## config.mk

```make
export PLATFORM = sky130hd
export DESIGN_NAME = dbg_cnt_top
export DESIGN_NICKNAME = d
export VERILOG_FILES = /design/src/dbg_cnt_pkg.sv /design/src/csr_block.sv /design/src/dbg_cnt_top.sv /design/src/event_counter.sv /design/src/tick_prescaler.sv
export SDC_FILE = /design/constraint.sdc
export NUM_CORES = 1
export LEC_CHECK = 0
export ABC_CLOCK_PERIOD_IN_PS = 2800
export BUFFER_PORTS_ARGS = -buffer_cell sky130_fd_sc_hd__buf_2
export CORE_ASPECT_RATIO = 0.5
export CORE_MARGIN = 2
export CORE_UTILIZATION = 30
export DETAILED_ROUTE_END_ITERATION = 6
export REMOVE_ABC_BUFFERS = 1
export SLEW_MARGIN = 10
export SYNTH_ARGS = -nofsm -noshare
export SYNTH_HDL_FRONTEND = slang
export SYNTH_SLANG_ARGS = --single-unit
```

## constraint.sdc

```tcl
create_clock -name clk_main_a0 -period 2.8 [get_ports clk_main_a0]
set_input_delay 0.42 -clock clk_main_a0 [delete_from_list [all_inputs] [get_ports clk_main_a0]]
set_output_delay 0.42 -clock clk_main_a0 [all_outputs]
set_load 0.1 [all_outputs]
```

## src/dbg_cnt_pkg.sv

```systemverilog
// ----------------------------
// debug counter shared definitions
// register port widths, register map, control bits
// and the identity words returned to the host
// ----------------------------

package dbg_cnt_pkg;

  // ----------------------------
  // register port widths
  // ----------------------------
  localparam int data_w = 32;                        // host data bus
  localparam int addr_w = 3;                         // eight word registers

  // ----------------------------
  // register map
  // ----------------------------
  typedef enum logic [addr_w-1:0] {
    CSR_ID      = 3'd0,                              // ro, identity word
    CSR_VERSION = 3'd1,                              // ro, version word
    CSR_CTRL    = 3'd2,                              // enable, oneshot, load, clear
    CSR_TICK    = 3'd3,                              // prescaler divide value
    CSR_LOAD    = 3'd4,                              // count preload value
    CSR_WMARK   = 3'd5,                              // watermark threshold
    CSR_COUNT   = 3'd6,                              // ro, live count
    CSR_STATUS  = 3'd7                               // ro, status flags
  } csr_addr_e;

  // bit positions inside CSR_CTRL
  typedef enum logic [1:0] {
    CTRL_ENABLE  = 2'd0,                             // level, run prescaler and counter
    CTRL_ONESHOT = 2'd1,                             // level, saturate at max
    CTRL_LOAD    = 2'd2,                             // self clearing, preload count
    CTRL_CLEAR   = 2'd3                              // self clearing, zero count and ticks
  } ctrl_bit_e;

  // ----------------------------
  // identity and status
  // ----------------------------
  localparam logic [data_w-1:0] dbg_id_value      = 32'hdb6c_0001;   // block identity
  localparam logic [data_w-1:0] dbg_version_value = 32'h0001_0200;   // major.minor.patch

  // CSR_STATUS layout
  localparam int status_wmark_bit = 0;               // count >= watermark

endpackage

```

## src/csr_block.sv

```systemverilog
// ----------------------------
// host register file of the debug counter
// holds the control registers, turns load and clear
// writes into one cycle pulses, registered readback
// ----------------------------

`timescale 1ns/1ps

module csr_block
  import dbg_cnt_pkg::*;
#(
  parameter int cnt_w  = 16,                         // event counter width
  parameter int tick_w = 8                           // prescaler width
) (
  input  logic              clk_main_a0,
  input  logic              rst_main_n,              // sync, active low
  // host write port
  input  logic              wr_en,
  input  csr_addr_e         wr_addr,
  input  logic [data_w-1:0] wr_data,
  // host read port
  input  logic              rd_en,
  input  csr_addr_e         rd_addr,
  output logic [data_w-1:0] rd_data,                 // valid with rd_valid
  output logic              rd_valid,                // rd_en delayed one cycle
  // counter control
  output logic              cnt_enable,
  output logic              cnt_oneshot,
  output logic              cnt_load,                // one cycle pulse
  output logic              cnt_clear,               // one cycle pulse
  output logic [tick_w-1:0] tick_value,
  output logic [cnt_w-1:0]  load_value,
  output logic [cnt_w-1:0]  watermark,
  // counter state
  input  logic [cnt_w-1:0]  count,
  input  logic              at_watermark
);

  logic              ctrl_wr;                        // write hits CSR_CTRL
  logic [data_w-1:0] ctrl_rd;                        // ctrl as seen by a read
  logic [data_w-1:0] status_rd;                      // status as seen by a read

  assign ctrl_wr = wr_en && (wr_addr == CSR_CTRL);

  // ----------------------------
  // write side
  // ----------------------------
  always_ff @(posedge clk_main_a0)
  begin
    if (!rst_main_n)
    begin
      cnt_enable  <= 1'b0;
      cnt_oneshot <= 1'b0;
      cnt_load    <= 1'b0;
      cnt_clear   <= 1'b0;
      tick_value  <= '0;
      load_value  <= '0;
      watermark   <= '0;
    end
    else
    begin
      cnt_load  <= ctrl_wr && wr_data[CTRL_LOAD];     // high only the cycle after the write
      cnt_clear <= ctrl_wr && wr_data[CTRL_CLEAR];
      if (ctrl_wr)
      begin
        cnt_enable  <= wr_data[CTRL_ENABLE];
        cnt_oneshot <= wr_data[CTRL_ONESHOT];
      end
      if (wr_en && (wr_addr == CSR_TICK))
        tick_value <= wr_data[tick_w-1:0];
      if (wr_en && (wr_addr == CSR_LOAD))
        load_value <= wr_data[cnt_w-1:0];
      if (wr_en && (wr_addr == CSR_WMARK))
        watermark <= wr_data[cnt_w-1:0];              // ro addresses fall through, ignored
    end
  end

  // ----------------------------
  // read side
  // ----------------------------
  always_comb
  begin
    ctrl_rd                   = '0;
    ctrl_rd[CTRL_ENABLE]      = cnt_enable;
    ctrl_rd[CTRL_ONESHOT]     = cnt_oneshot;          // pulse bits always read back 0
    status_rd                 = '0;
    status_rd[status_wmark_bit] = at_watermark;
  end

  always_ff @(posedge clk_main_a0)
  begin
    if (!rst_main_n)
      rd_valid <= 1'b0;
    else
      rd_valid <= rd_en;
  end

  // read data register qualified by rd_valid
  always_ff @(posedge clk_main_a0)
  begin
    if (rd_en)
    begin
      case (rd_addr)
        CSR_ID:      rd_data <= dbg_id_value;
        CSR_VERSION: rd_data <= dbg_version_value;
        CSR_CTRL:    rd_data <= ctrl_rd;
        CSR_TICK:    rd_data <= data_w'(tick_value);
        CSR_LOAD:    rd_data <= data_w'(load_value);
        CSR_WMARK:   rd_data <= data_w'(watermark);
        CSR_COUNT:   rd_data <= data_w'(count);   // live count
        CSR_STATUS:  rd_data <= status_rd;
        default:     rd_data <= '0;
      endcase
    end
  end

endmodule

```

## src/dbg_cnt_top.sv

```systemverilog
// ----------------------------
// debug tick and event counter, top level
// register file -> prescaler -> counter -> readback
// ----------------------------

`timescale 1ns/1ps

module dbg_cnt_top
  import dbg_cnt_pkg::*;
#(
  parameter int cnt_w  = 16,                         // event counter width
  parameter int tick_w = 8                           // prescaler width
) (
  input  logic              clk_main_a0,
  input  logic              rst_main_n,              // sync, active low
  // host write port
  input  logic              wr_en,
  input  csr_addr_e         wr_addr,
  input  logic [data_w-1:0] wr_data,
  // host read port
  input  logic              rd_en,
  input  csr_addr_e         rd_addr,
  output logic [data_w-1:0] rd_data,
  output logic              rd_valid,
  // observation
  output logic              tick,
  output logic              at_watermark
);

  // ----------------------------
  // internal wires
  // ----------------------------
  logic              cnt_enable;
  logic              cnt_oneshot;
  logic              cnt_load;
  logic              cnt_clear;
  logic [tick_w-1:0] tick_value;
  logic [cnt_w-1:0]  load_value;
  logic [cnt_w-1:0]  watermark;
  logic [cnt_w-1:0]  count;

  csr_block #(
    .cnt_w  (cnt_w),
    .tick_w (tick_w)
  ) u_csr (
    .clk_main_a0  (clk_main_a0),
    .rst_main_n   (rst_main_n),
    .wr_en        (wr_en),
    .wr_addr      (wr_addr),
    .wr_data      (wr_data),
    .rd_en        (rd_en),
    .rd_addr      (rd_addr),
    .rd_data      (rd_data),
    .rd_valid     (rd_valid),
    .cnt_enable   (cnt_enable),
    .cnt_oneshot  (cnt_oneshot),
    .cnt_load     (cnt_load),
    .cnt_clear    (cnt_clear),
    .tick_value   (tick_value),
    .load_value   (load_value),
    .watermark    (watermark),
    .count        (count),                           // back from the counter
    .at_watermark (at_watermark)
  );

  tick_prescaler #(
    .tick_w (tick_w)
  ) u_presc (
    .clk_main_a0 (clk_main_a0),
    .rst_main_n  (rst_main_n),
    .cnt_enable  (cnt_enable),
    .cnt_clear   (cnt_clear),
    .tick_value  (tick_value),
    .tick        (tick)
  );

  event_counter #(
    .cnt_w (cnt_w)
  ) u_cnt (
    .clk_main_a0  (clk_main_a0),
    .rst_main_n   (rst_main_n),
    .tick         (tick),
    .cnt_oneshot  (cnt_oneshot),
    .cnt_load     (cnt_load),
    .cnt_clear    (cnt_clear),
    .load_value   (load_value),
    .watermark    (watermark),
    .count        (count),
    .at_watermark (at_watermark)
  );

endmodule

```

## src/event_counter.sv

```systemverilog
// ----------------------------
// event counter
// counts prescaler ticks with clear, load, one-shot
// saturation and a registered watermark compare
// ----------------------------

`timescale 1ns/1ps

module event_counter
  import dbg_cnt_pkg::*;
#(
  parameter int cnt_w = 16                           // counter width
) (
  input  logic             clk_main_a0,
  input  logic             rst_main_n,               // sync, active low
  input  logic             tick,                     // increment request
  input  logic             cnt_oneshot,              // stop at max instead of wrap
  input  logic             cnt_load,                 // preload pulse
  input  logic             cnt_clear,                // zero pulse
  input  logic [cnt_w-1:0] load_value,
  input  logic [cnt_w-1:0] watermark,
  output logic [cnt_w-1:0] count,
  output logic             at_watermark              // count >= watermark, one cycle late
);

  localparam logic [cnt_w-1:0] cnt_max = '1;         // all ones

  logic at_max;                                      // next increment would wrap
  logic hold_max;                                    // one-shot stop

  assign at_max   = (count == cnt_max);
  assign hold_max = cnt_oneshot && at_max;

  // ----------------------------
  // count update
  // ----------------------------
  always_ff @(posedge clk_main_a0)
  begin
    if (!rst_main_n)
      count <= '0;
    else if (cnt_clear)
      count <= '0;                                   // highest priority
    else if (cnt_load)
      count <= load_value;
    else if (tick && !hold_max)
      count <= count + 1'b1;                         // wraps to 0 when not one-shot
    // tick at max in one-shot mode, count stays put
  end

  // ----------------------------
  // watermark flag
  // ----------------------------
  always_ff @(posedge clk_main_a0)
  begin
    if (!rst_main_n)
      at_watermark <= 1'b0;
    else
      at_watermark <= (count >= watermark);          // tracks count a cycle behind
  end

endmodule

```

## src/tick_prescaler.sv

```systemverilog
// ----------------------------
// tick prescaler
// one tick every tick_value+1 enabled cycles
// ----------------------------

`timescale 1ns/1ps

module tick_prescaler
  import dbg_cnt_pkg::*;
#(
  parameter int tick_w = 8                           // divider width
) (
  input  logic              clk_main_a0,
  input  logic              rst_main_n,              // sync, active low
  input  logic              cnt_enable,              // run / hold
  input  logic              cnt_clear,               // restart the divider
  input  logic [tick_w-1:0] tick_value,              // terminal count
  output logic              tick                     // one cycle per period
);

  logic [tick_w-1:0] tick_cnt;                       // divider state
  logic              at_end;                         // terminal count reached

  // >= so a smaller tick_value written mid period still wraps
  assign at_end = (tick_cnt >= tick_value);
  assign tick   = cnt_enable && at_end;              // never while disabled

  always_ff @(posedge clk_main_a0)
  begin
    if (!rst_main_n)
      tick_cnt <= '0;
    else if (cnt_clear)
      tick_cnt <= '0;                                // clear beats enable
    else if (cnt_enable)
    begin
      if (at_end)
        tick_cnt <= '0;                              // wrap with the tick
      else
        tick_cnt <= tick_cnt + 1'b1;
    end
    // disabled, hold
  end

endmodule
```

==> results.sh <==
export IMPL_ir_worst_vdd_mv=0.281
export IMPL_crit_required_ns=2.38
export IMPL_numClockSinks=88
export IMPL_p_leak_nw=1.95
export IMPL_overflow=0
export IMPL_synth_area_um2=4630
export IMPL_post_cts_setup_buffers=0
export IMPL_period_share_pct=93.9
export IMPL_ys_types=50
export IMPL_ys_flop_type="dfxtp_1"
export IMPL_numPortBuffers=55
export IMPL_ys_top_cells_by_count="nand2_1, dfxtp_1, a21boi_0"
export IMPL_netlist_top_cell_by_area="dfxtp_1"
export IMPL_post_dp_hpwl_um=7530
export IMPL_multi_input_area_um2=2390
export IMPL_hold_class="in2reg"
export IMPL_die_x_um=180
export IMPL_yosysSeqAreaShare_pct=42.0
export IMPL_cts_root_buffer="clkbuf_16"
export IMPL_dr_pass1_iters=4
export IMPL_rsz0062_at_grt="false"
export IMPL_cts_clk_slew_worst_paths_ns=0.06
export IMPL_cp_start_kind="flop"
export IMPL_syn_area_per_cell_um2=8.74
export IMPL_r2r_start="u_csr.tick_value[7]$_SDFFE_PN0P_"
export IMPL_combPwrFrac_pct=13.7
export IMPL_avgRoutedWirePerCell_um=13.8
export IMPL_rr_endpoint="u_cnt.count[0]$_SDFFE_PP0P_"
export IMPL_holdCritStartpoint="wr_data[12]"
export IMPL_via_per_inst=4.77
export IMPL_drc_errors=0
export IMPL_slew_violations=0
export IMPL_hold_viol=0
export IMPL_cts_repair_resized=0
export IMPL_route_vias_total=3702
export IMPL_worst_pin_slew_ns=0.846
export IMPL_post_route_min_period_ns=2.63
export IMPL_fillerInstances=1596
export IMPL_wirelength_um=10700
export IMPL_antenna_found_initial=0
export IMPL_die_h_um=91.8
export IMPL_arrival_ns=2.21
export IMPL_tritoncts="built"
export IMPL_drv_cap=0
export IMPL_end_kind="primary output"
export IMPL_fin_cells=776
export IMPL_yosysMostFrequentCell="nand2_1"
export IMPL_clockPowerShare_pct=42.3
export IMPL_final_seq_area_um2=1940
export IMPL_hold_end="u_csr.watermark[12]$_SDFFE_PN0P_"
export IMPL_io_pins=77
export IMPL_placed_cells=760
export IMPL_htree_levels=3
export IMPL_nNetsFinal=635
export IMPL_power_net_switching_w=0.000868
export IMPL_setup_tns_final_ns=0
export IMPL_path_max_fanout=3
export IMPL_grt_util_all_layers_pct=13.4
export IMPL_core_area_um2=15300
export IMPL_powerDensity_nw_per_um2=574
export IMPL_grt_pass1_wl_um=17900
export IMPL_synth_edf_count=18
export IMPL_slew_headroom_pct=43.5
export IMPL_min_path_cells=3
export IMPL_crit_type="reg2out"
export IMPL_drive_above_1_share_pct=14.5
export IMPL_dieArea_um2=16500
export IMPL_skew_ns=0.00703
export IMPL_synth_top_area_share_pct=30.3
export IMPL_clock_latency_ns=0.34
export IMPL_ys_ff_latch=88
export IMPL_gp_congestion=0.803
export IMPL_swShare_pct=28.4
export IMPL_cts_buffer_depth=2
export IMPL_reg2reg_slack_ns=0.46
export IMPL_num_antenna_cells=0
export IMPL_syn_to_final_growth_pct=15.3
export IMPL_cts_buffers=9
export IMPL_ff2ff_path_depth=9
export IMPL_setup_viol=0
export IMPL_grt_start_max_net_pins=48
export IMPL_final_antenna_net_count=0
export IMPL_yosys_warnings=0
export IMPL_synthTopCellsByArea="dfxtp_1, edfxtp_1, nand2_1"
export IMPL_seqPwrFrac_pct=44.0
export IMPL_outcome="finished, final reports clean"
export IMPL_fmax_mhz=380
export IMPL_grt_pass1_vias=3539
export IMPL_syn_inst=529
export IMPL_fp_row_count=32
export IMPL_async_flop_share_pct=0
export IMPL_internal_power_w=0.00219
export IMPL_postCtsHoldBufs=0
export IMPL_start_util_pct=30.3
export IMPL_drtIter0Drc=252
[critical path, cell delays in order, from the launching register on]
cell	delay, ns
dfxtp_1	0.37
inv_1	0.07
ha_1	0.31
and3_1	0.18
a221o_1	0.38
a32oi_4	0.17
inv_1	0.09
buf_2	0.30
[metrics by stage]
stage | instance area [µm²] | total power (W) | hold WS, ns | util (%) | worst slack [ns]
2_1_floorplan | 4430 | 0.00168 | 0.443 | - | -3.97
3_3_place_gp | 5010 | 0.00179 | 0.455 | 32.9 | 0.543
3_5_place_dp | 5010 | 0.00180 | 0.460 | 32.9 | 0.507
4_1_cts | 5340 | 0.00309 | 0.317 | 35.0 | 0.144
5_1_grt | 5340 | 0.00317 | 0.336 | 35.0 | 0.0663
6_report | 5340 | 0.00306 | 0.330 | 35.0 | 0.170
[sequential cells by signal, indices dropped and copies added (netlist names), 8 cells and up]
| signal | count |
|---|---|
| u_csr.rd_data | 18 |
| u_csr.watermark | 16 |
| u_presc.tick_cnt | 8 |
| u_cnt.count | 16 |
| u_csr.load_value | 16 |
| u_csr.tick_value | 8 |
[cells by family (layout without fill, tap and decap cells)]
kind of cell / after synthesis / in the layout / synth area share [%]
buffers and inverters: 67 / 106 / 6.82
xor gates and xnor gates: 21 / 21 / 3.98
adders and majority gates: 26 / 26 / 7.03
DFF: 88 / 88 / 42.0
AOI/OAI and AO/OA: 118 / 118 / 17.0
and+or+nand+nor: 188 / 188 / 18.5
other: 1 / 5 / 0.0811
muxes: 20 / 20 / 4.63
[layer usage]
metal / vias up / part of all wire [%] / GRT usage [%]
met5: - / 0 / 0
met4: 0 / 1.0 / 4.07
met3: 10 / 4.8 / 2.54
met2: 91 / 46 / 22.5
met1: 1724 / 48 / 17.6
li1: 1877 / - / -
[worst max path at each step]
stage / to / cells past startpoint / from / slack, ns
2_1_floorplan: rd_data[18] / 0 / u_csr.rd_data[30]$_DFFE_PP_ / -3.97
3_3_place_gp: u_cnt.count[0]$_SDFFE_PP0P_ / 9 / u_csr.tick_value[7]$_SDFFE_PN0P_ / 0.54
3_5_place_dp: u_cnt.count[0]$_SDFFE_PP0P_ / 9 / u_csr.tick_value[7]$_SDFFE_PN0P_ / 0.51
4_1_cts: tick / 7 / u_csr.tick_value[7]$_SDFFE_PN0P_ / 0.14
5_1_grt: tick / 7 / u_csr.tick_value[5]$_SDFFE_PN0P_ / 0.07
6_report: tick / 7 / u_csr.tick_value[7]$_SDFFE_PN0P_ / 0.17
[final cells by class]
class / instances / area share [%]
Multi-Input combinational cell: 378 / 44.8
Inverter: 29 / 2.04
Timing Repair Buffer: 61 / 6.00
Sequential cell: 88 / 36.4
Tap cell: 204 / 4.78
Clock inverter: 7 / 1.78
Clock buffer: 9 / 4.22
[power by group through the flow]
| stage | clock network [W] | logic, W | registers [W] |
|---|---|---|---|
| after floorplan | 0 | 0.000125 | 0.00156 |
| after global placement | 0 | 0.000419 | 0.00138 |
| after detailed placement | 0 | 0.000421 | 0.00138 |
| after CTS | 0.00132 | 0.000423 | 0.00135 |
| after global routing | 0.00137 | 0.000445 | 0.00135 |
| final | 0.00129 | 0.000421 | 0.00135 |
[placed cells by master, fill, tap and decap left out, types with 2 or more instances in the layout]
cell	Yosys	layout
clkbuf_16	0	9
a21boi_1	3	3
a22oi_1	6	6
nor4b_1	3	3
a21o_1	2	2
a211oi_1	3	3
and3_1	7	7
o21ai_0	26	26
nor3_1	10	9
a21boi_0	38	38
nand2_1	104	104
xor2_1	4	4
buf_2	0	55
nor4_1	3	3
edfxtp_1	18	18
nor2_1	21	21
a21oi_1	20	20
inv_1	28	28
clkinv_2	0	2
bufinv_16	0	2
nor2b_1	6	6
a31oi_1	2	2
dfxtp_1	70	70
nor3b_1	5	5
ha_1	26	26
conb_1	1	5
o22ai_1	8	8
xnor2_1	17	17
mux2i_1	18	18
nand4_1	5	5
buf_4	15	6
nand3_1	9	9
and2_1	10	10
Note: power is estimated with default switching activity, not from simulation.
